===== src/rtl/cla_pkg.sv =====
// Carry-lookahead package
// Group width and the per-group propagate/generate pair
package cla_pkg;

  // Bits per lookahead group
  localparam int GROUP_W = 4;

  // Group-level signals for the second lookahead level
  typedef struct packed {
    logic p;
    logic g;
  } group_pg_t;

endpackage


===== src/rtl/mul_pkg.sv =====
// Multiplier package
// Operand, product and partial-product widths, and the partial-product bundle
package mul_pkg;

  // Operand and half widths
  localparam int OP_W   = 16;
  localparam int HALF_W = OP_W / 2;

  // One 8x8 partial product, and the full product
  localparam int PP_W   = 2 * HALF_W;
  localparam int PROD_W = 2 * OP_W;

  typedef logic [OP_W-1:0]   operand_t;
  typedef logic [PROD_W-1:0] product_t;

  // Four byte-by-byte products
  // hl is high byte of a times low byte of b, lh the reverse
  typedef struct packed {
    logic [PP_W-1:0] ll;
    logic [PP_W-1:0] hl;
    logic [PP_W-1:0] lh;
    logic [PP_W-1:0] hh;
  } pp_bundle_t;

endpackage

===== src/rtl/mul16_top.sv =====
// Pipelined 16x16 unsigned multiplier
// Byte products in stage one, two lookahead additions after, three cycles in all
`timescale 1ns/10ps

module mul16_top (
  input  logic              clk,
  input  logic              rst_n,
  input  mul_pkg::operand_t a,
  input  mul_pkg::operand_t b,
  input  logic              in_valid,
  output mul_pkg::product_t product,
  output logic              out_valid
);
  import mul_pkg::*;

  // Stage one to reduction
  pp_bundle_t pp;
  logic       pp_valid;

  pp_stage u_pp (
    .clk      (clk),
    .rst_n    (rst_n),
    .a        (a),
    .b        (b),
    .in_valid (in_valid),
    .pp       (pp),
    .pp_valid (pp_valid)
  );

  sum_stage u_sum (
    .clk       (clk),
    .rst_n     (rst_n),
    .pp        (pp),
    .pp_valid  (pp_valid),
    .product   (product),
    .out_valid (out_valid)
  );

endmodule


===== src/rtl/sum_stage.sv =====
// Reduction stage
// Folds the two cross terms into the outer-term word, one addition per cycle
`timescale 1ns/10ps

module sum_stage (
  input  logic                clk,
  input  logic                rst_n,
  input  mul_pkg::pp_bundle_t pp,
  input  logic                pp_valid,
  output mul_pkg::product_t   product,
  output logic                out_valid
);
  import mul_pkg::*;

  product_t        outer_word;
  product_t        lh_shift;
  product_t        mid_sum_next;
  product_t        mid_sum;
  product_t        hl_shift;
  product_t        final_sum;
  logic [PP_W-1:0] hl_q;
  logic            mid_valid;

  // Outer terms do not overlap, so they simply concatenate
  assign outer_word = {pp.hh, pp.ll};
  assign lh_shift   = {{HALF_W{1'b0}}, pp.lh, {HALF_W{1'b0}}};

  cla_adder #(.WIDTH(PROD_W)) u_add_lh (.a(outer_word), .b(lh_shift), .sum(mid_sum_next));

  always_ff @(posedge clk or negedge rst_n) begin
    if (!rst_n) begin
      mid_valid <= 1'b0;
      out_valid <= 1'b0;
    end else begin
      mid_valid <= pp_valid;
      out_valid <= mid_valid;
    end
  end

  // hl travels with the partial sum for the second add
  always_ff @(posedge clk) begin
    if (pp_valid) begin
      mid_sum <= mid_sum_next;
      hl_q    <= pp.hl;
    end
  end

  assign hl_shift = {{HALF_W{1'b0}}, hl_q, {HALF_W{1'b0}}};

  cla_adder #(.WIDTH(PROD_W)) u_add_hl (.a(mid_sum), .b(hl_shift), .sum(final_sum));

  always_ff @(posedge clk) begin
    if (mid_valid) begin
      product <= final_sum;
    end
  end

  // A presented result must come from loaded stage registers
  a_product_known: assert property (
    @(posedge clk) disable iff (!rst_n)
    out_valid |-> !$isunknown(product)
  );

endmodule


===== src/rtl/pp_stage.sv =====
// Partial-product stage
// Four exact 8x8 byte multipliers, results registered with the valid bit
`timescale 1ns/10ps

module pp_stage (
  input  logic                clk,
  input  logic                rst_n,
  input  mul_pkg::operand_t   a,
  input  mul_pkg::operand_t   b,
  input  logic                in_valid,
  output mul_pkg::pp_bundle_t pp,
  output logic                pp_valid
);
  import mul_pkg::*;

  logic [PP_W-1:0] ll_p;
  logic [PP_W-1:0] hl_p;
  logic [PP_W-1:0] lh_p;
  logic [PP_W-1:0] hh_p;

  // Byte products
  mul8_array u_mul_ll (.x(a[HALF_W-1:0]),    .y(b[HALF_W-1:0]),    .p(ll_p));
  mul8_array u_mul_hl (.x(a[OP_W-1:HALF_W]), .y(b[HALF_W-1:0]),    .p(hl_p));
  mul8_array u_mul_lh (.x(a[HALF_W-1:0]),    .y(b[OP_W-1:HALF_W]), .p(lh_p));
  mul8_array u_mul_hh (.x(a[OP_W-1:HALF_W]), .y(b[OP_W-1:HALF_W]), .p(hh_p));

  always_ff @(posedge clk or negedge rst_n) begin
    if (!rst_n) begin
      pp_valid <= 1'b0;
    end else begin
      pp_valid <= in_valid;
    end
  end

  // Payload only loads on a valid pair
  always_ff @(posedge clk) begin
    if (in_valid) begin
      pp <= '{ll: ll_p, hl: hl_p, lh: lh_p, hh: hh_p};
    end
  end

  // Operands must be fully known when sampled
  a_operands_known: assert property (
    @(posedge clk) disable iff (!rst_n)
    in_valid |-> !$isunknown({a, b})
  );

endmodule


===== src/rtl/cla_adder.sv =====
// Two-level carry-lookahead adder
// 4-bit groups with a group carry network, no carry in or out
`timescale 1ns/10ps

module cla_adder #(
  parameter int WIDTH = 32
) (
  input  logic [WIDTH-1:0] a,
  input  logic [WIDTH-1:0] b,
  output logic [WIDTH-1:0] sum
);
  import cla_pkg::*;

  localparam int NG = WIDTH / GROUP_W;

  logic [WIDTH-1:0]   p;
  logic [WIDTH-1:0]   g;
  logic [WIDTH-1:0]   c;
  group_pg_t [NG-1:0] grp;
  logic [NG-1:0]      grp_cin;

  if (WIDTH % GROUP_W != 0) begin : g_width_chk
    $error("cla_adder WIDTH %0d is not a multiple of %0d", WIDTH, GROUP_W);
  end

  // Carry into position n, flat sum of products
  // Used at both levels
  function automatic logic lookahead(input logic [WIDTH-1:0] gv,
                                     input logic [WIDTH-1:0] pv,
                                     input logic cin,
                                     input int n);
    logic cy;
    logic term;
    cy = cin;
    for (int m = 0; m < n; m++) begin
      cy &= pv[m];
    end
    for (int i = 0; i < n; i++) begin
      term = gv[i];
      for (int m = i + 1; m < n; m++) begin
        term &= pv[m];
      end
      cy |= term;
    end
    return cy;
  endfunction

  assign p = a ^ b;
  assign g = a & b;

  // Group propagate and generate
  always_comb begin
    for (int k = 0; k < NG; k++) begin
      grp[k].p = &p[k*GROUP_W +: GROUP_W];
      grp[k].g = lookahead(WIDTH'(g[k*GROUP_W +: GROUP_W]),
                           WIDTH'(p[k*GROUP_W +: GROUP_W]), 1'b0, GROUP_W);
    end
  end

  // Second level, carry into every group
  always_comb begin
    logic [WIDTH-1:0] gg;
    logic [WIDTH-1:0] gp;
    gg = '0;
    gp = '0;
    for (int k = 0; k < NG; k++) begin
      gg[k] = grp[k].g;
      gp[k] = grp[k].p;
    end
    for (int k = 0; k < NG; k++) begin
      grp_cin[k] = lookahead(gg, gp, 1'b0, k);
    end
  end

  // Carries inside each group from its carry-in
  always_comb begin
    for (int k = 0; k < NG; k++) begin
      for (int j = 0; j < GROUP_W; j++) begin
        c[k*GROUP_W+j] = lookahead(WIDTH'(g[k*GROUP_W +: GROUP_W]),
                                   WIDTH'(p[k*GROUP_W +: GROUP_W]), grp_cin[k], j);
      end
    end
  end

  assign sum = p ^ c;

endmodule


===== src/rtl/mul8_array.sv =====
// Exact 8x8 unsigned array multiplier
// AND rows reduced by carry-save rows, upper half finished by a ripple row
`timescale 1ns/10ps

module mul8_array (
  input  logic [mul_pkg::HALF_W-1:0] x,
  input  logic [mul_pkg::HALF_W-1:0] y,
  output logic [mul_pkg::PP_W-1:0]   p
);
  import mul_pkg::*;

  localparam int N = HALF_W;

  // Row r holds x gated by y[r]
  logic [N-1:0] and_row [N];
  // Row sums, top bit is the row's own AND bit passed down
  logic [N-1:0] s_row [N];
  logic [N-2:0] c_row [1:N-1];
  // Carries of the final ripple row
  logic [N-2:0] rc;

  always_comb begin
    for (int r = 0; r < N; r++) begin
      and_row[r] = x & {N{y[r]}};
    end
    s_row[0] = and_row[0];

    // First row needs only half adders
    for (int j = 0; j < N - 1; j++) begin
      s_row[1][j] = s_row[0][j+1] ^ and_row[1][j];
      c_row[1][j] = s_row[0][j+1] & and_row[1][j];
    end
    s_row[1][N-1] = and_row[1][N-1];

    // Carry-save rows, carries move down one row
    for (int r = 2; r < N; r++) begin
      for (int j = 0; j < N - 1; j++) begin
        s_row[r][j] = s_row[r-1][j+1] ^ and_row[r][j] ^ c_row[r-1][j];
        c_row[r][j] = (s_row[r-1][j+1] & and_row[r][j]) |
                      (s_row[r-1][j+1] & c_row[r-1][j]) |
                      (and_row[r][j] & c_row[r-1][j]);
      end
      s_row[r][N-1] = and_row[r][N-1];
    end
  end

  always_comb begin
    logic cin;

    // Lower half comes straight off the array edge
    for (int r = 0; r < N; r++) begin
      p[r] = s_row[r][0];
    end

    // Ripple row merges last sums and carries
    for (int j = 0; j < N - 1; j++) begin
      cin = (j == 0) ? 1'b0 : rc[j-1];
      p[N+j] = s_row[N-1][j+1] ^ c_row[N-1][j] ^ cin;
      rc[j]  = (s_row[N-1][j+1] & c_row[N-1][j]) |
               (s_row[N-1][j+1] & cin) |
               (c_row[N-1][j] & cin);
    end
    p[2*N-1] = rc[N-2];
  end

endmodule


===== config.mk =====
export PLATFORM = sky130hd
export DESIGN_NAME = mul16_top
export DESIGN_NICKNAME = d
export VERILOG_FILES = /design/src/rtl/cla_pkg.sv /design/src/rtl/mul_pkg.sv /design/src/rtl/mul16_top.sv /design/src/rtl/sum_stage.sv /design/src/rtl/pp_stage.sv /design/src/rtl/cla_adder.sv /design/src/rtl/mul8_array.sv
export SDC_FILE = /design/constraint.sdc
export NUM_CORES = 1
export LEC_CHECK = 0
export BUFFER_PORTS_ARGS = -buffer_cell sky130_fd_sc_hd__buf_4
export CAP_MARGIN = 25
export CORE_ASPECT_RATIO = 2
export CORE_MARGIN = 3
export CORE_UTILIZATION = 50
export CTS_BUF_LIST = sky130_fd_sc_hd__clkbuf_2 sky130_fd_sc_hd__clkbuf_4 sky130_fd_sc_hd__clkbuf_8
export CTS_CLUSTER_SIZE = 16
export DETAILED_ROUTE_END_ITERATION = 8
export GPL_ROUTABILITY_DRIVEN = 0
export PLACE_DENSITY = 0.69
export SYNTH_ARGS = -nofsm -noshare
export SYNTH_HDL_FRONTEND = slang
export SYNTH_SLANG_ARGS = --single-unit

===== constraint.sdc =====
create_clock -name clk -period 3.6 [get_ports clk]
set_input_delay 0.36 -clock clk [delete_from_list [all_inputs] [get_ports clk]]
set_output_delay 0.36 -clock clk [all_outputs]
set_load 0.01 [all_outputs]

# Word level (Yosys, flattened, before mapping)
# Cells that the tools add are included.
dict set report op_classes {
  bitwise 1794
  n_reduce_logical 12
}
# operator count
set ops {}
lappend ops {{AND 1 bit} 782}
lappend ops {{bitwise OR 1 bit} 558}
lappend ops {{bitwise XOR 1 bit} 416}
lappend ops {{AND 8 bit} 32}
lappend ops {{bitwise XOR 32 x 24 -> 32 bit} 2}
lappend ops {{bitwise XOR 32 bit} 2}
lappend ops {{AND 31 x 24 -> 31 bit} 2}
lappend ops {{AND reduction 4 bit} 12}
dict set report totals {
  ff_bits 147
  input_bits 35
  out_inout_bits 33
}

# Depth between registers and ports, before layout
# Gate-level depths: netlist of run 1.
dict set report depth {
  ltp_word 39
  ltp_mapped 22
  mapped_depth_nobuf 21
}

# Modules after synthesis
# From an unflattened synthesis of run 1, not the netlist that was laid out.
dict set report hier_totals {
  hier_cells 1098
  area_unflattened_um2 13255.2
}
# mod instances cells_per_inst area_per_inst_um2 seq_area_each_um2
set modules_own_cells {}
lappend modules_own_cells {mul8_array 4 161 1552.7 0.0}
lappend modules_own_cells {sum_stage 1 83 2456.1 2452.4}
lappend modules_own_cells {pp_stage 1 65 1946.9 1946.9}
lappend modules_own_cells {{cla_adder at u_sum.u_add_lh} 1 153 1335.0 0.0}
lappend modules_own_cells {{cla_adder at u_sum.u_add_hl} 1 153 1306.3 0.0}

# Least setup slack after synthesis of run 1
# No wires, ideal clock.
dict set report synth_timing {
  kind {in2reg}
  from {input port b[8]}
  to {register u_pp.pp[14] (netlist name)}
  t_arrival_ns 6.634
  required_time_ns 3.331
  path_slack_ns -3.304
  stages 22
  cell_sequence {clkbuf_1 and2_1 ha_1 inv_1 fa_1 inv_1 fa_1 inv_1 fa_1 inv_1 fa_1 inv_1 fa_1 inv_1 fa_1 ha_1 fa_1 fa_1 fa_1 fa_1 fa_1 fa_1}
}
dict set report synth_between {
  elab_chain_cells 37
  word_cells_on_any_way 312
}
# element line_no
set synth_rtl {}
lappend synth_rtl {{start: declaration} mul16_top.sv:9} ;# input mul_pkg::operand_t b,
lappend synth_rtl {{AND 8 bit *} mul8_array.sv:24} ;# and_row[r] = x & {N{y[r]}};
lappend synth_rtl {{bitwise XOR 1 bit / AND 1 bit (equally long branches)} {mul8_array.sv:30, mul8_array.sv:31}}
lappend synth_rtl {{AND 1 bit (on tied branches)} {mul8_array.sv:39, mul8_array.sv:40}}
lappend synth_rtl {{bitwise OR 1 bit} mul8_array.sv:39} ;# c_row[r][j] = (s_row[r-1][j+1] & and_row[r][j]) |
lappend synth_rtl {{bitwise OR 1 bit} mul8_array.sv:40} ;# (s_row[r-1][j+1] & c_row[r-1][j]) |
lappend synth_rtl {{AND 1 bit} mul8_array.sv:40}
lappend synth_rtl {{bitwise OR 1 bit} mul8_array.sv:39}
lappend synth_rtl {{bitwise OR 1 bit} mul8_array.sv:40}
lappend synth_rtl {{[22 not listed]} n/a}
lappend synth_rtl {{AND 1 bit} mul8_array.sv:60} ;# (s_row[N-1][j+1] & cin) |
lappend synth_rtl {{bitwise OR 1 bit} mul8_array.sv:59} ;# rc[j] = (s_row[N-1][j+1] & c_row[N-1][j]) |
lappend synth_rtl {{bitwise OR 1 bit} mul8_array.sv:60}
lappend synth_rtl {{AND 1 bit} mul8_array.sv:60}
lappend synth_rtl {{bitwise OR 1 bit} mul8_array.sv:59}
lappend synth_rtl {{bitwise OR 1 bit} mul8_array.sv:60}
lappend synth_rtl {{bitwise XOR 1 bit *} mul8_array.sv:58} ;# p[N+j] = s_row[N-1][j+1] ^ c_row[N-1][j] ^ cin;
lappend synth_rtl {{net u_pp.hh_p[14]} pp_stage.sv:19} ;# logic [PP_W-1:0] hh_p;
# Mark *: on every way through the listed nets, which the timed path passes. The rest lies on a longest branch.
# A chain may end at the register's enable or synchronous reset.

# Final worst setup path of run 1
dict set report layout_timing {
  from {input port a[14]}
  to {register u_pp.pp[46] (netlist name)}
}
dict set report layout_between {
  elab_chain_cells 33
  word_cells_on_any_way 255
}
# element line_no
set layout_rtl {}
lappend layout_rtl {{start: declaration} mul16_top.sv:8} ;# input mul_pkg::operand_t a,
lappend layout_rtl {{AND 8 bit} mul8_array.sv:24}
lappend layout_rtl {{bitwise XOR 1 bit} mul8_array.sv:30} ;# s_row[1][j] = s_row[0][j+1] ^ and_row[1][j];
lappend layout_rtl {{bitwise XOR 1 bit (6 in a row)} mul8_array.sv:38} ;# s_row[r][j] = s_row[r-1][j+1] ^ and_row[r][j] ^ c_row[r-1][j];
lappend layout_rtl {{AND 1 bit, or another cell as far along} mul8_array.sv:39}
lappend layout_rtl {{bitwise OR 1 bit / bitwise XOR 1 bit (equally long branches)} {mul8_array.sv:39, mul8_array.sv:38}}
lappend layout_rtl {{bitwise OR 1 bit, or another cell as far along} mul8_array.sv:40}
lappend layout_rtl {{AND 1 bit / bitwise OR 1 bit (equally long branches)} {mul8_array.sv:40, mul8_array.sv:39}}
lappend layout_rtl {{bitwise OR 1 bit (on tied branches)} {mul8_array.sv:39, mul8_array.sv:40}}
lappend layout_rtl {{[13 not listed]} n/a}
lappend layout_rtl {{AND 1 bit} mul8_array.sv:60}
lappend layout_rtl {{bitwise OR 1 bit} mul8_array.sv:59}
lappend layout_rtl {{bitwise OR 1 bit} mul8_array.sv:60}
lappend layout_rtl {{AND 1 bit} mul8_array.sv:60}
lappend layout_rtl {{bitwise OR 1 bit} mul8_array.sv:59}
lappend layout_rtl {{bitwise OR 1 bit} mul8_array.sv:60}
lappend layout_rtl {{bitwise XOR 1 bit *} mul8_array.sv:58}
lappend layout_rtl {{net u_pp.hl_p[14]} pp_stage.sv:17} ;# logic [PP_W-1:0] hl_p;
# Marks and branches as above.

==> metrics.cfg, run 1 <==
[finish]
layout-drive-gt1-share = 0.267
postLayoutCellArea_um2 = 14500
fin_cells = 1432
final_core_util = 0.602
fin_nets = 1450
area_growth_pct = 18.0

[sta]
clock.fmax_ghz = 0.165
relSlewSlack = 0.454
final-hold-violation-count = 0
skew_ns = 0.0113
slew_viol_final = 0
tightest_slew_ns = 0.819
setup-tns-final_ns = -50.50
finalWorstSetupSlack_ns = -2.46
hold_slack_ns = 0.231
min_period_ns = 6.06
finalSetupViolCount = 36
rsz0062_at_grt = true
period_share = 1.68

[logic_synthesis]
synth_fa_ha_area_frac = 0.412
syn_area_um2 = 12300
synth_edf_count = 144
yosys-top-cells-area = edfxtp_1, fa_1, ha_1
synth_top_area_frac = 0.353
ys_types = 24
synth_nets = 1323
synth_top_cell_by_area = edfxtp_1
synthArstFlopShare = 0.0204
synth_top_family_by_area = adder cells
synth-simple-area-share = 0.127
synth_mux_area_frac = 0
yosys_warnings = 0
synth_most_common_cell = fa_1
seq_area_frac_synth = 0.359
ys_seq_elements = 147
syn_area_per_cell_um2 = 12.2
synth_compound_gate_area_share = 0.0251
synthTopCellsByCount = fa_1, inv_1, and2_1
synthCells = 1004
synth_xor_area_frac = 0.0143
ys.flop_type = edfxtp_1

[floorplanning]
core_um2 = 24000
die_h_um = 227
die_area_um2 = 26500
die_w_um = 117
fp-row-count = 80
io_pins = 68
start_util = 0.510

[placement]
placedCellCount = 1389
pre_cts_slack_ns = -3.21
place_area_um2 = 13800
portBuffers = 67
hpwl_um = 18700

[routing]
drc_errors = 0
wl_um = 22800
ant_nets = 0
viasPerCell = 5.06
drt_iter0_markers = 214
drtPass1Iterations = 4
wl_per_cell_um = 16.0
vias = 7239

[worst_setup_path]
worst-r2r-cell-count = 11
r2r-start = u_sum.hl_q[1]
worst-path-max-fanout = 6
end_kind = register
worstPathArrival_ns = 6.25
reg2reg_to = u_sum.product[23]
crit_type = in2reg
rrSetupSlack_ns = 0.82
critPathLaunchType = input pin
worst-endpoint-required_ns = 3.79

[global_routing]
grt_max_degree = 66
overflow = 0
antenna_found_initial = 0
grt_pass1_wl_um = 38500
grt_pass1_vias = 8186
grt_use_total = 0.193

[outcome]
violations = negative setup slack
status = finished with violations

[power]
power_leakage_nw = 6.27
ir_worst_vdd_mv = 0.230
p_total_mw = 9.09
power.density_nw_per_um2 = 629

[clock_tree]
clock_path_buffers = 2
clk_latency_ns = 0.45
cts_tree = built
cts.sinks = 147
clk_pin_slew_worst_paths_ns = 0.08
h-tree-depth = 4
cts_buffers = 17
cts_root_buf = clkbuf_8

[flow_run]
drv_cap = 0

[worst_hold_path]
hp-class = in2async

flip-flops by register name, summed over array words and instances, names as in the netlist:
register	count
u_sum.product	32
u_sum.hl_q	16
u_sum.out_valid	1
u_pp.pp	64
u_sum.mid_sum	32
u_pp.pp_valid	1
u_sum.mid_valid	1
cells in the final DEF, fill, tap and decap left out, types with 2 or more instances in the layout:
cell type	instances
edfxtp_1	144
clkbuf_8	17
nor2_1	19
a21oi_1	18
ha_4	12
inv_1	135
nor3_1	8
dfrtp_1	2
o211ai_1	3
and2_4	14
nand2_1	109
clkbuf_4	4
nand4_1	4
bufinv_16	2
buf_4	125
fa_2	67
o21ai_1	4
buf_6	3
fa_1	133
buf_16	2
ha_1	71
inv_2	36
and2_1	146
buf_12	8
o21ai_0	4
a21oi_2	2
o21a_1	14
xnor2_1	10
xor2_1	10
clkinvlp_4	2
clkinv_4	6
timing repair:
item / CTS / global route
cloned: 2 / 0
hold endpoints to repair: 3 / 0
hold buffers: 1 / 0
pin swaps: 37 / 5
endpoints found under the setup margin: 36 / 36
buffers inserted: 6 / 0
resized for setup: 35 / 8
cell type report:
cell class | instances | area, um2
Multi-Input combinational cell | 654 | 7450
Sequential cell | 147 | 4400
Clock buffer | 21 | 264
Tap cell | 287 | 359
Timing Repair Buffer | 140 | 1210
Inverter | 171 | 642
Clock inverter | 11 | 133
Fill cell | 1967 | 9560
Antenna cell | 1 | 2.50
where the power goes:
| part | switching (mW) | internal (mW) | total (mW) |
|---|---|---|---|
| Combinational | 2.44 | 2.21 | 4.65 |
| Sequential | 0.231 | 2.95 | 3.18 |
| Clock | 0.611 | 0.650 | 1.26 |
| Total | 3.28 | 5.81 | 9.09 |
critical path, cell delays in order:
cell,delay (ns)
buf_12,0.11
and2_4,0.16
ha_4,0.25
inv_2,0.03
fa_1,0.48
inv_2,0.04
fa_2,0.52
inv_2,0.04
fa_2,0.52
inv_2,0.04
fa_2,0.53
inv_2,0.04
fa_2,0.33
inv_2,0.07
fa_1,0.40
ha_2,0.20
fa_2,0.34
fa_2,0.34
fa_2,0.35
fa_2,0.35
fa_2,0.35
fa_2,0.42
how the worst max path moves through the flow:
stage	slack, ns	depth (start not counted)	endpoint	start
finish	-2.46	22	u_pp.pp[46]	a[14]
detailed placement	-3.21	20	u_pp.pp[46]	a[15]
CTS	-2.48	20	u_pp.pp[46]	a[15]
global placement	-3.10	20	u_pp.pp[14]	b[9]
floorplan	-2.93	20	u_pp.pp[14]	b[8]
global route	-2.55	20	u_pp.pp[46]	a[15]
per-layer routing:
layer,GRT usage,share of wire,up-vias,wire length [um]
li1,-,-,3375,-
met1,0.186,0.34,3651,7710
met2,0.370,0.57,137,13100
met3,0.0285,0.024,76,537
met4,0.115,0.066,0,1510
met5,0,0,-,0
cells by family after synthesis:
| group | count (synthesis) |
|---|---|
| adder cells (fa/ha/maj) | 284 |
| AO/OA/AOI/OAI | 48 |
| AND/OR/NAND/NOR | 302 |
| buffers and inverters | 203 |
| flip-flops | 147 |
| XOR/XNOR | 20 |
(Power assumes the default switching activity.)
==> run 2: changes to the inputs <==
--- a/config.mk
+++ b/config.mk
@@ -7,7 +7,6 @@
 export LEC_CHECK = 0
 export BUFFER_PORTS_ARGS = -buffer_cell sky130_fd_sc_hd__buf_4
 export CAP_MARGIN = 25
-export CORE_ASPECT_RATIO = 2
 export CORE_MARGIN = 3
 export CORE_UTILIZATION = 50
 export CTS_BUF_LIST = sky130_fd_sc_hd__clkbuf_2 sky130_fd_sc_hd__clkbuf_4 sky130_fd_sc_hd__clkbuf_8
@@ -15,6 +14,7 @@
 export DETAILED_ROUTE_END_ITERATION = 8
 export GPL_ROUTABILITY_DRIVEN = 0
 export PLACE_DENSITY = 0.69
+export SKIP_LAST_GASP = 1
 export SYNTH_ARGS = -nofsm -noshare
 export SYNTH_HDL_FRONTEND = slang
 export SYNTH_SLANG_ARGS = --single-unit
==> run 2 against run 1 <==
Against the previous run: the flow still finishes with violations (negative setup slack); via count down 3.0%; die area decreased by 0.43%; non-clock buffer count down 1; clock power grew 10%; final area grew 0.13%; maximum frequency down 1.3%; utilization is 0.76 points higher; sequential share of layout area barely moved; power grew 2.1%; critical path depth unchanged; hold slack improved by 0.013 ns; final cell count grew 2.1%.
==> metrics.cfg, run 2 (same netlist as run 1, synthesis figures left out) <==
[sta]
finalSetupViolCount = 36  ; unchanged
relSlewSlack = 0.411  ; was 0.454
min_period_ns = 6.14  ; was 6.06 ns
tightest_slew_ns = 0.884  ; was 0.819 ns
hold_slack_ns = 0.243  ; was 0.231 ns
rsz0062_at_grt = true  ; unchanged
setup-tns-final_ns = -52.15  ; was -50.50 ns
period_share = 1.71  ; was 1.68
skew_ns = 0.00906  ; was 0.0113 ns
slew_viol_final = 0  ; unchanged
final-hold-violation-count = 0  ; unchanged
clock.fmax_ghz = 0.163  ; was 0.165 GHz
finalWorstSetupSlack_ns = -2.54  ; was -2.46 ns

[floorplanning]
core_um2 = 23800  ; was 24000 um2
die_h_um = 163  ; was 227 um
fp-row-count = 56  ; was 80
io_pins = 68  ; unchanged
die_w_um = 163  ; was 117 um
die_area_um2 = 26400  ; was 26500 um2
start_util = 0.516  ; was 0.510

[worst_setup_path]
crit_chain = buf_12, and2_4, ha_4, inv_2, fa_1, inv_2, fa_2, inv_2, fa_2, inv_2, fa_2, inv_2, fa_2, inv_2, fa_1, ha_4, fa_2, fa_2, fa_2, fa_2, fa_2, fa_2  ; was buf_12, and2_4, ha_4, inv_2, fa_1, inv_2, fa_2, inv_2, fa_2, inv_2, fa_2, inv_2, fa_2, inv_2, fa_1, ha_2, fa_2, fa_2, fa_2, fa_2, fa_2, fa_2
reg2reg_to = u_sum.product[23]  ; unchanged
worst-path-max-fanout = 7  ; was 6
r2r-start = u_sum.hl_q[1]  ; unchanged
slowest_stage = fa_2  ; unchanged
critPathTopFamily = adder cells  ; unchanged
cp_num_buf_inv = 7  ; unchanged
end_kind = register  ; unchanged
worst-endpoint-required_ns = 3.79  ; about the same
worstPathArrival_ns = 6.34  ; was 6.25 ns
rrSetupSlack_ns = 0.84  ; was 0.82 ns
crit_type = in2reg  ; unchanged
worst-r2r-cell-count = 11  ; unchanged
cpMostUsedCell = fa_2  ; unchanged
critPathLaunchType = input pin  ; unchanged
cp_slowest_stage_delay_ns = 0.53  ; about the same

[power]
ir_worst_vdd_mv = 0.368  ; was 0.230 mV
power_leakage_nw = 6.26  ; was 6.27 nW
power.density_nw_per_um2 = 641  ; was 629 nW/um2

[finish]
layout-drive-gt1-share = 0.266  ; was 0.267
postLayoutCellArea_um2 = 14500  ; about the same
final_cell_mix = and2_1, edfxtp_1, inv_1  ; unchanged
area_growth_pct = 18.2  ; was 18.0%
antenna_cells = 0  ; was 1
fin_nets = 1449  ; was 1450
layout_commonest_cell = and2_1  ; unchanged
largest_register_ffs = 64  ; unchanged
fin_cells = 1462  ; was 1432
top_register = u_pp.pp  ; unchanged
largestRegisters = u_pp.pp (64), u_sum.mid_sum (32), u_sum.product (32)  ; unchanged

[clock_tree]
h-tree-depth = 4  ; unchanged
cts_tree = built  ; unchanged
cts_buffers = 17  ; unchanged
clk_pin_slew_worst_paths_ns = 0.08  ; about the same
cts_root_buf = clkbuf_8  ; unchanged
clock_path_buffers = 2  ; unchanged
clk_latency_ns = 0.44  ; was 0.45 ns
cts.sinks = 147  ; unchanged

[global_routing]
grt_pass1_vias = 7632  ; was 8186
grt_use_total = 0.184  ; was 0.193
overflow = 0  ; unchanged
grt_max_degree = 66  ; unchanged
antenna_found_initial = 0  ; unchanged
grt_pass1_wl_um = 38300  ; was 38500 um

[placement]
place_area_um2 = 13900  ; was 13800 um2
hpwl_um = 18100  ; was 18700 um
portBuffers = 67  ; unchanged
pre_cts_slack_ns = -3.16  ; was -3.21 ns
placedCellCount = 1427  ; was 1389

[routing]
drc_errors = 0  ; unchanged
vias = 7023  ; was 7239
ant_nets = 0  ; unchanged
drt_iter0_markers = 260  ; was 214
wl_um = 22300  ; was 22800 um
viasPerCell = 4.80  ; was 5.06
wl_per_cell_um = 15.2  ; was 16.0 um
drtPass1Iterations = 4  ; unchanged

[flow_run]
drv_cap = 0  ; unchanged

[outcome]
violations = negative setup slack  ; unchanged
status = finished with violations  ; unchanged

[worst_hold_path]
hp-class = in2async  ; unchanged

## run 2: worst max path at each step
stage	endpoint	from	cells after the start
6_report	u_pp.pp[30]	b[9]	22
3_5_place_dp	u_pp.pp[62]	a[6]	20
3_3_place_gp	u_pp.pp[14]	b[9]	20
2_1_floorplan	u_pp.pp[14]	b[8]	20
4_1_cts	u_pp.pp[62]	b[0]	22
5_1_grt	u_pp.pp[62]	a[6]	22
## run 2: power by group
part / internal (mW) / switching, mW / leakage [nW] / total [mW]
combinational: 2.23 / 2.46 / 4.60 / 4.69
sequential: 2.95 / 0.256 / 1.44 / 3.21
clock: 0.762 / 0.626 / 0.222 / 1.39
## run 2: cell type report
| class | instances | area (um2) |
|---|---|---|
| Tap cell | 319 | 399 |
| Clock inverter | 15 | 203 |
| Sequential cell | 147 | 4400 |
| Multi-Input combinational cell | 654 | 7450 |
| Fill cell | 1946 | 9270 |
| Inverter | 171 | 642 |
| Timing Repair Buffer | 139 | 1150 |
| Clock buffer | 17 | 234 |
## run 2: worst reg2reg max path: cells and delay by family (launching register included)
kind	cells	cell delay (ns)
xor gates and xnor gates	1	0.07
DFF	1	0.40
adders and majority gates	3	0.71
and+or+nand+nor	2	0.42
AOI/OAI and AO/OA	5	0.92
## run 2: what timing repair did
item | CTS | global route
setup buffers | 1 | 0
setup endpoints to repair | 36 | 36
hold endpoints to repair | 3 | 0
resized for setup | 27 | 9
pin swaps | 38 | 6
hold buffers | 1 | 0
## run 2: routing by layer
layer	vias to the layer above	GRT usage	wire (um)	share of wire
met5	-	0	0	0
met4	0	0.0458	289	0.013
li1	3381	-	-	-
met2	125	0.296	10700	0.48
met3	11	0.0290	784	0.035
met1	3506	0.268	10600	0.47
## run 2: stage by stage
stage	power [mW]	utilization
global route	10.2	0.610
detailed placement	7.87	0.584
floorplan	6.40	-
finish	9.29	0.610
global placement	7.66	0.584
CTS	9.34	0.608
==> run 3: changes to the inputs <==
--- a/config.mk
+++ b/config.mk
@@ -7,10 +7,10 @@
 export LEC_CHECK = 0
 export BUFFER_PORTS_ARGS = -buffer_cell sky130_fd_sc_hd__buf_4
 export CAP_MARGIN = 25
-export CORE_MARGIN = 3
+export CORE_MARGIN = 5
 export CORE_UTILIZATION = 50
 export CTS_BUF_LIST = sky130_fd_sc_hd__clkbuf_2 sky130_fd_sc_hd__clkbuf_4 sky130_fd_sc_hd__clkbuf_8
-export CTS_CLUSTER_SIZE = 16
+export CTS_CLUSTER_SIZE = 24
 export DETAILED_ROUTE_END_ITERATION = 8
 export GPL_ROUTABILITY_DRIVEN = 0
 export PLACE_DENSITY = 0.69
==> run 3 against run 2 <==
Against the previous run: the run still ends with negative setup slack left; clock skew about the same; non-clock buffer count grew 6; worst setup slack better by 0.070 ns; largest cell class unchanged; register-to-register slack improved by 0.04 ns; hold slack improved by 0.0048 ns; clock-buffer cell count rose by 3; critical path depth unchanged; power fell by 0.41%; global-route usage is 0.96 points lower; largest power group unchanged; die area increased by 5.0%; sequential cell count unchanged.
==> metrics.cfg, run 3 (same netlist as run 1, synthesis figures left out) <==
[sta]
min_period_ns = 6.07  ; was 6.14 ns
rsz0062_at_grt = true  ; unchanged
clock.fmax_ghz = 0.165  ; was 0.163 GHz
tightest_slew_ns = 0.992  ; was 0.884 ns
skew_ns = 0.00913  ; was 0.00906 ns
slew_viol_final = 0  ; unchanged
relSlewSlack = 0.339  ; was 0.411
final-hold-violation-count = 0  ; unchanged
finalSetupViolCount = 36  ; unchanged
period_share = 1.69  ; was 1.71
finalWorstSetupSlack_ns = -2.47  ; was -2.54 ns

[placement]
place_area_um2 = 13900  ; about the same
portBuffers = 67  ; unchanged
pre_cts_slack_ns = -3.18  ; was -3.16 ns
placedCellCount = 1436  ; was 1427
hpwl_um = 18300  ; was 18100 um

[worst_setup_path]
crit_type = in2reg  ; unchanged
worstPathArrival_ns = 6.26  ; was 6.34 ns
worst-path-max-fanout = 6  ; was 7
critPathLaunchType = input pin  ; unchanged
end_kind = register  ; unchanged
worst-r2r-cell-count = 11  ; unchanged
worst-endpoint-required_ns = 3.79  ; about the same
rrSetupSlack_ns = 0.88  ; was 0.84 ns

[global_routing]
grt_max_degree = 66  ; unchanged
grt_use_met3 = 0.0251  ; was 0.0290
grt_pass1_vias = 7865  ; was 7632
grtUsageMet2 = 0.289  ; was 0.296
busiest_layer = met2  ; unchanged
grt_pass1_wl_um = 39100  ; was 38300 um
gr-usage-met1 = 0.245  ; was 0.268
antenna_found_initial = 0  ; unchanged
overflow = 0  ; unchanged
grt_use_total = 0.175  ; was 0.184

[finish]
final_core_util = 0.601  ; was 0.610
largestRegisters = u_pp.pp (64), u_sum.mid_sum (32), u_sum.product (32)  ; unchanged
layout-drive-gt1-share = 0.268  ; was 0.266
postLayoutCellArea_um2 = 14600  ; was 14500 um2
antenna_cells = 0  ; unchanged
fin_cells = 1473  ; was 1462
top_register = u_pp.pp  ; unchanged
largest_register_ffs = 64  ; unchanged
layout_commonest_cell = and2_1  ; unchanged
area_growth_pct = 18.8  ; was 18.2%
final_cell_mix = and2_1, edfxtp_1, inv_1  ; unchanged
fin_nets = 1455  ; was 1449

[outcome]
status = finished with violations  ; unchanged
violations = negative setup slack  ; unchanged

[floorplanning]
start_util = 0.506  ; was 0.516
io_pins = 68  ; unchanged
die_area_um2 = 27700  ; was 26400 um2
core_um2 = 24200  ; was 23800 um2
die_h_um = 167  ; was 163 um
die_w_um = 167  ; was 163 um
fp-row-count = 57  ; was 56

[power]
power.density_nw_per_um2 = 635  ; was 641 nW/um2
switchingPower_mw = 3.31  ; was 3.34 mW
internal_power_mw = 5.94  ; was 5.95 mW
power_leakage_nw = 6.31  ; was 6.26 nW
clkPwrFrac = 0.141  ; was 0.150
comb_power_share = 0.513  ; was 0.505
ir_worst_vdd_mv = 0.319  ; was 0.368 mV
p_sw_frac = 0.358  ; was 0.360
seqPwrFrac = 0.345  ; about the same

[routing]
drtPass1Iterations = 4  ; unchanged
drt_iter0_markers = 303  ; was 260
viasPerCell = 4.82  ; was 4.80
vias = 7107  ; was 7023
drc_errors = 0  ; unchanged
ant_nets = 0  ; unchanged
wl_um = 22500  ; was 22300 um
wl_per_cell_um = 15.2  ; about the same

[clock_tree]
cts_tree = built  ; unchanged
cts.sinks = 147  ; unchanged
clk_pin_slew_worst_paths_ns = 0.08  ; about the same
cts_buffers = 17  ; unchanged
clock_path_buffers = 2  ; unchanged
h-tree-depth = 4  ; unchanged
cts_root_buf = clkbuf_8  ; unchanged
clk_latency_ns = 0.44  ; about the same

[worst_hold_path]
hp-class = in2async  ; unchanged

[flow_run]
drv_cap = 0  ; unchanged

==> run 3: path summary, 6_finish.rpt <==
path	startpoint	endpoint
max	a[14]	u_pp.pp[46]
min	rst_n	u_sum.out_valid
max reg2reg	u_sum.hl_q[1]	u_sum.product[23]
min reg2reg	u_pp.pp[41]	u_sum.hl_q[9]
max in group asynchronous	rst_n	u_pp.pp_valid
min in group clk	a[0]	u_pp.pp[48]
==> run 3: repair_timing <==
item / 4_1_cts / 5_1_grt
buffers inserted: 1 / 0
setup endpoints to repair: 36 / 36
hold endpoints to repair: 3 / 0
hold buffers: 1 / 0
gates cloned: 2 / 1
gates resized for setup: 31 / 6
pin swaps: 30 / 10
==> run 3: worst max-delay path: stages <==
cell	delay [ns]
buf_8	0.11
and2_4	0.16
ha_4	0.25
inv_2	0.03
fa_1	0.49
inv_2	0.04
fa_2	0.52
inv_2	0.04
fa_2	0.52
inv_2	0.04
fa_2	0.52
inv_2	0.04
fa_2	0.32
inv_2	0.06
fa_1	0.45
ha_4	0.18
fa_2	0.33
fa_2	0.34
fa_2	0.35
fa_2	0.35
fa_2	0.35
fa_2	0.41
==> run 3: metal layers <==
| layer | vias to the layer above | wire (um) |
|---|---|---|
| met5 | - | 0 |
| met4 | 0 | 432 |
| met3 | 30 | 830 |
| met2 | 144 | 10900 |
| met1 | 3544 | 10300 |
| li1 | 3389 | - |
==> run 3: power by group through the flow <==
stage / sequential, mW / clock [mW] / combinational [mW]
2_1_floorplan: 3.23 / 0 / 3.17
3_3_place_gp: 3.22 / 0 / 4.50
6_report: 3.19 / 1.31 / 4.75
3_5_place_dp: 3.24 / 0 / 4.66
4_1_cts: 3.20 / 1.35 / 4.75
5_1_grt: 3.26 / 1.44 / 5.49
==> run 3: cell type report <==
cell class              instances  area, um2
well taps                     324        405
multi-input cells             654       7460
inverters                     171        642
clock inverters                12        155
fillers                      1944       9690
flip-flops and latches        147       4400
clock buffers                  20        256
repair buffers                145       1240
==> run 3: per-stage QoR <==
step,hold WS (ns),total power [mW],setup TNS [ns]
floorplan,0.0644,6.40,-66.89
global placement,0.155,7.72,-73.48
detailed placement,0.155,7.90,-75.26
CTS,0.210,9.31,-50.39
global route,0.231,10.2,-54.32
finish,0.248,9.25,-51.61
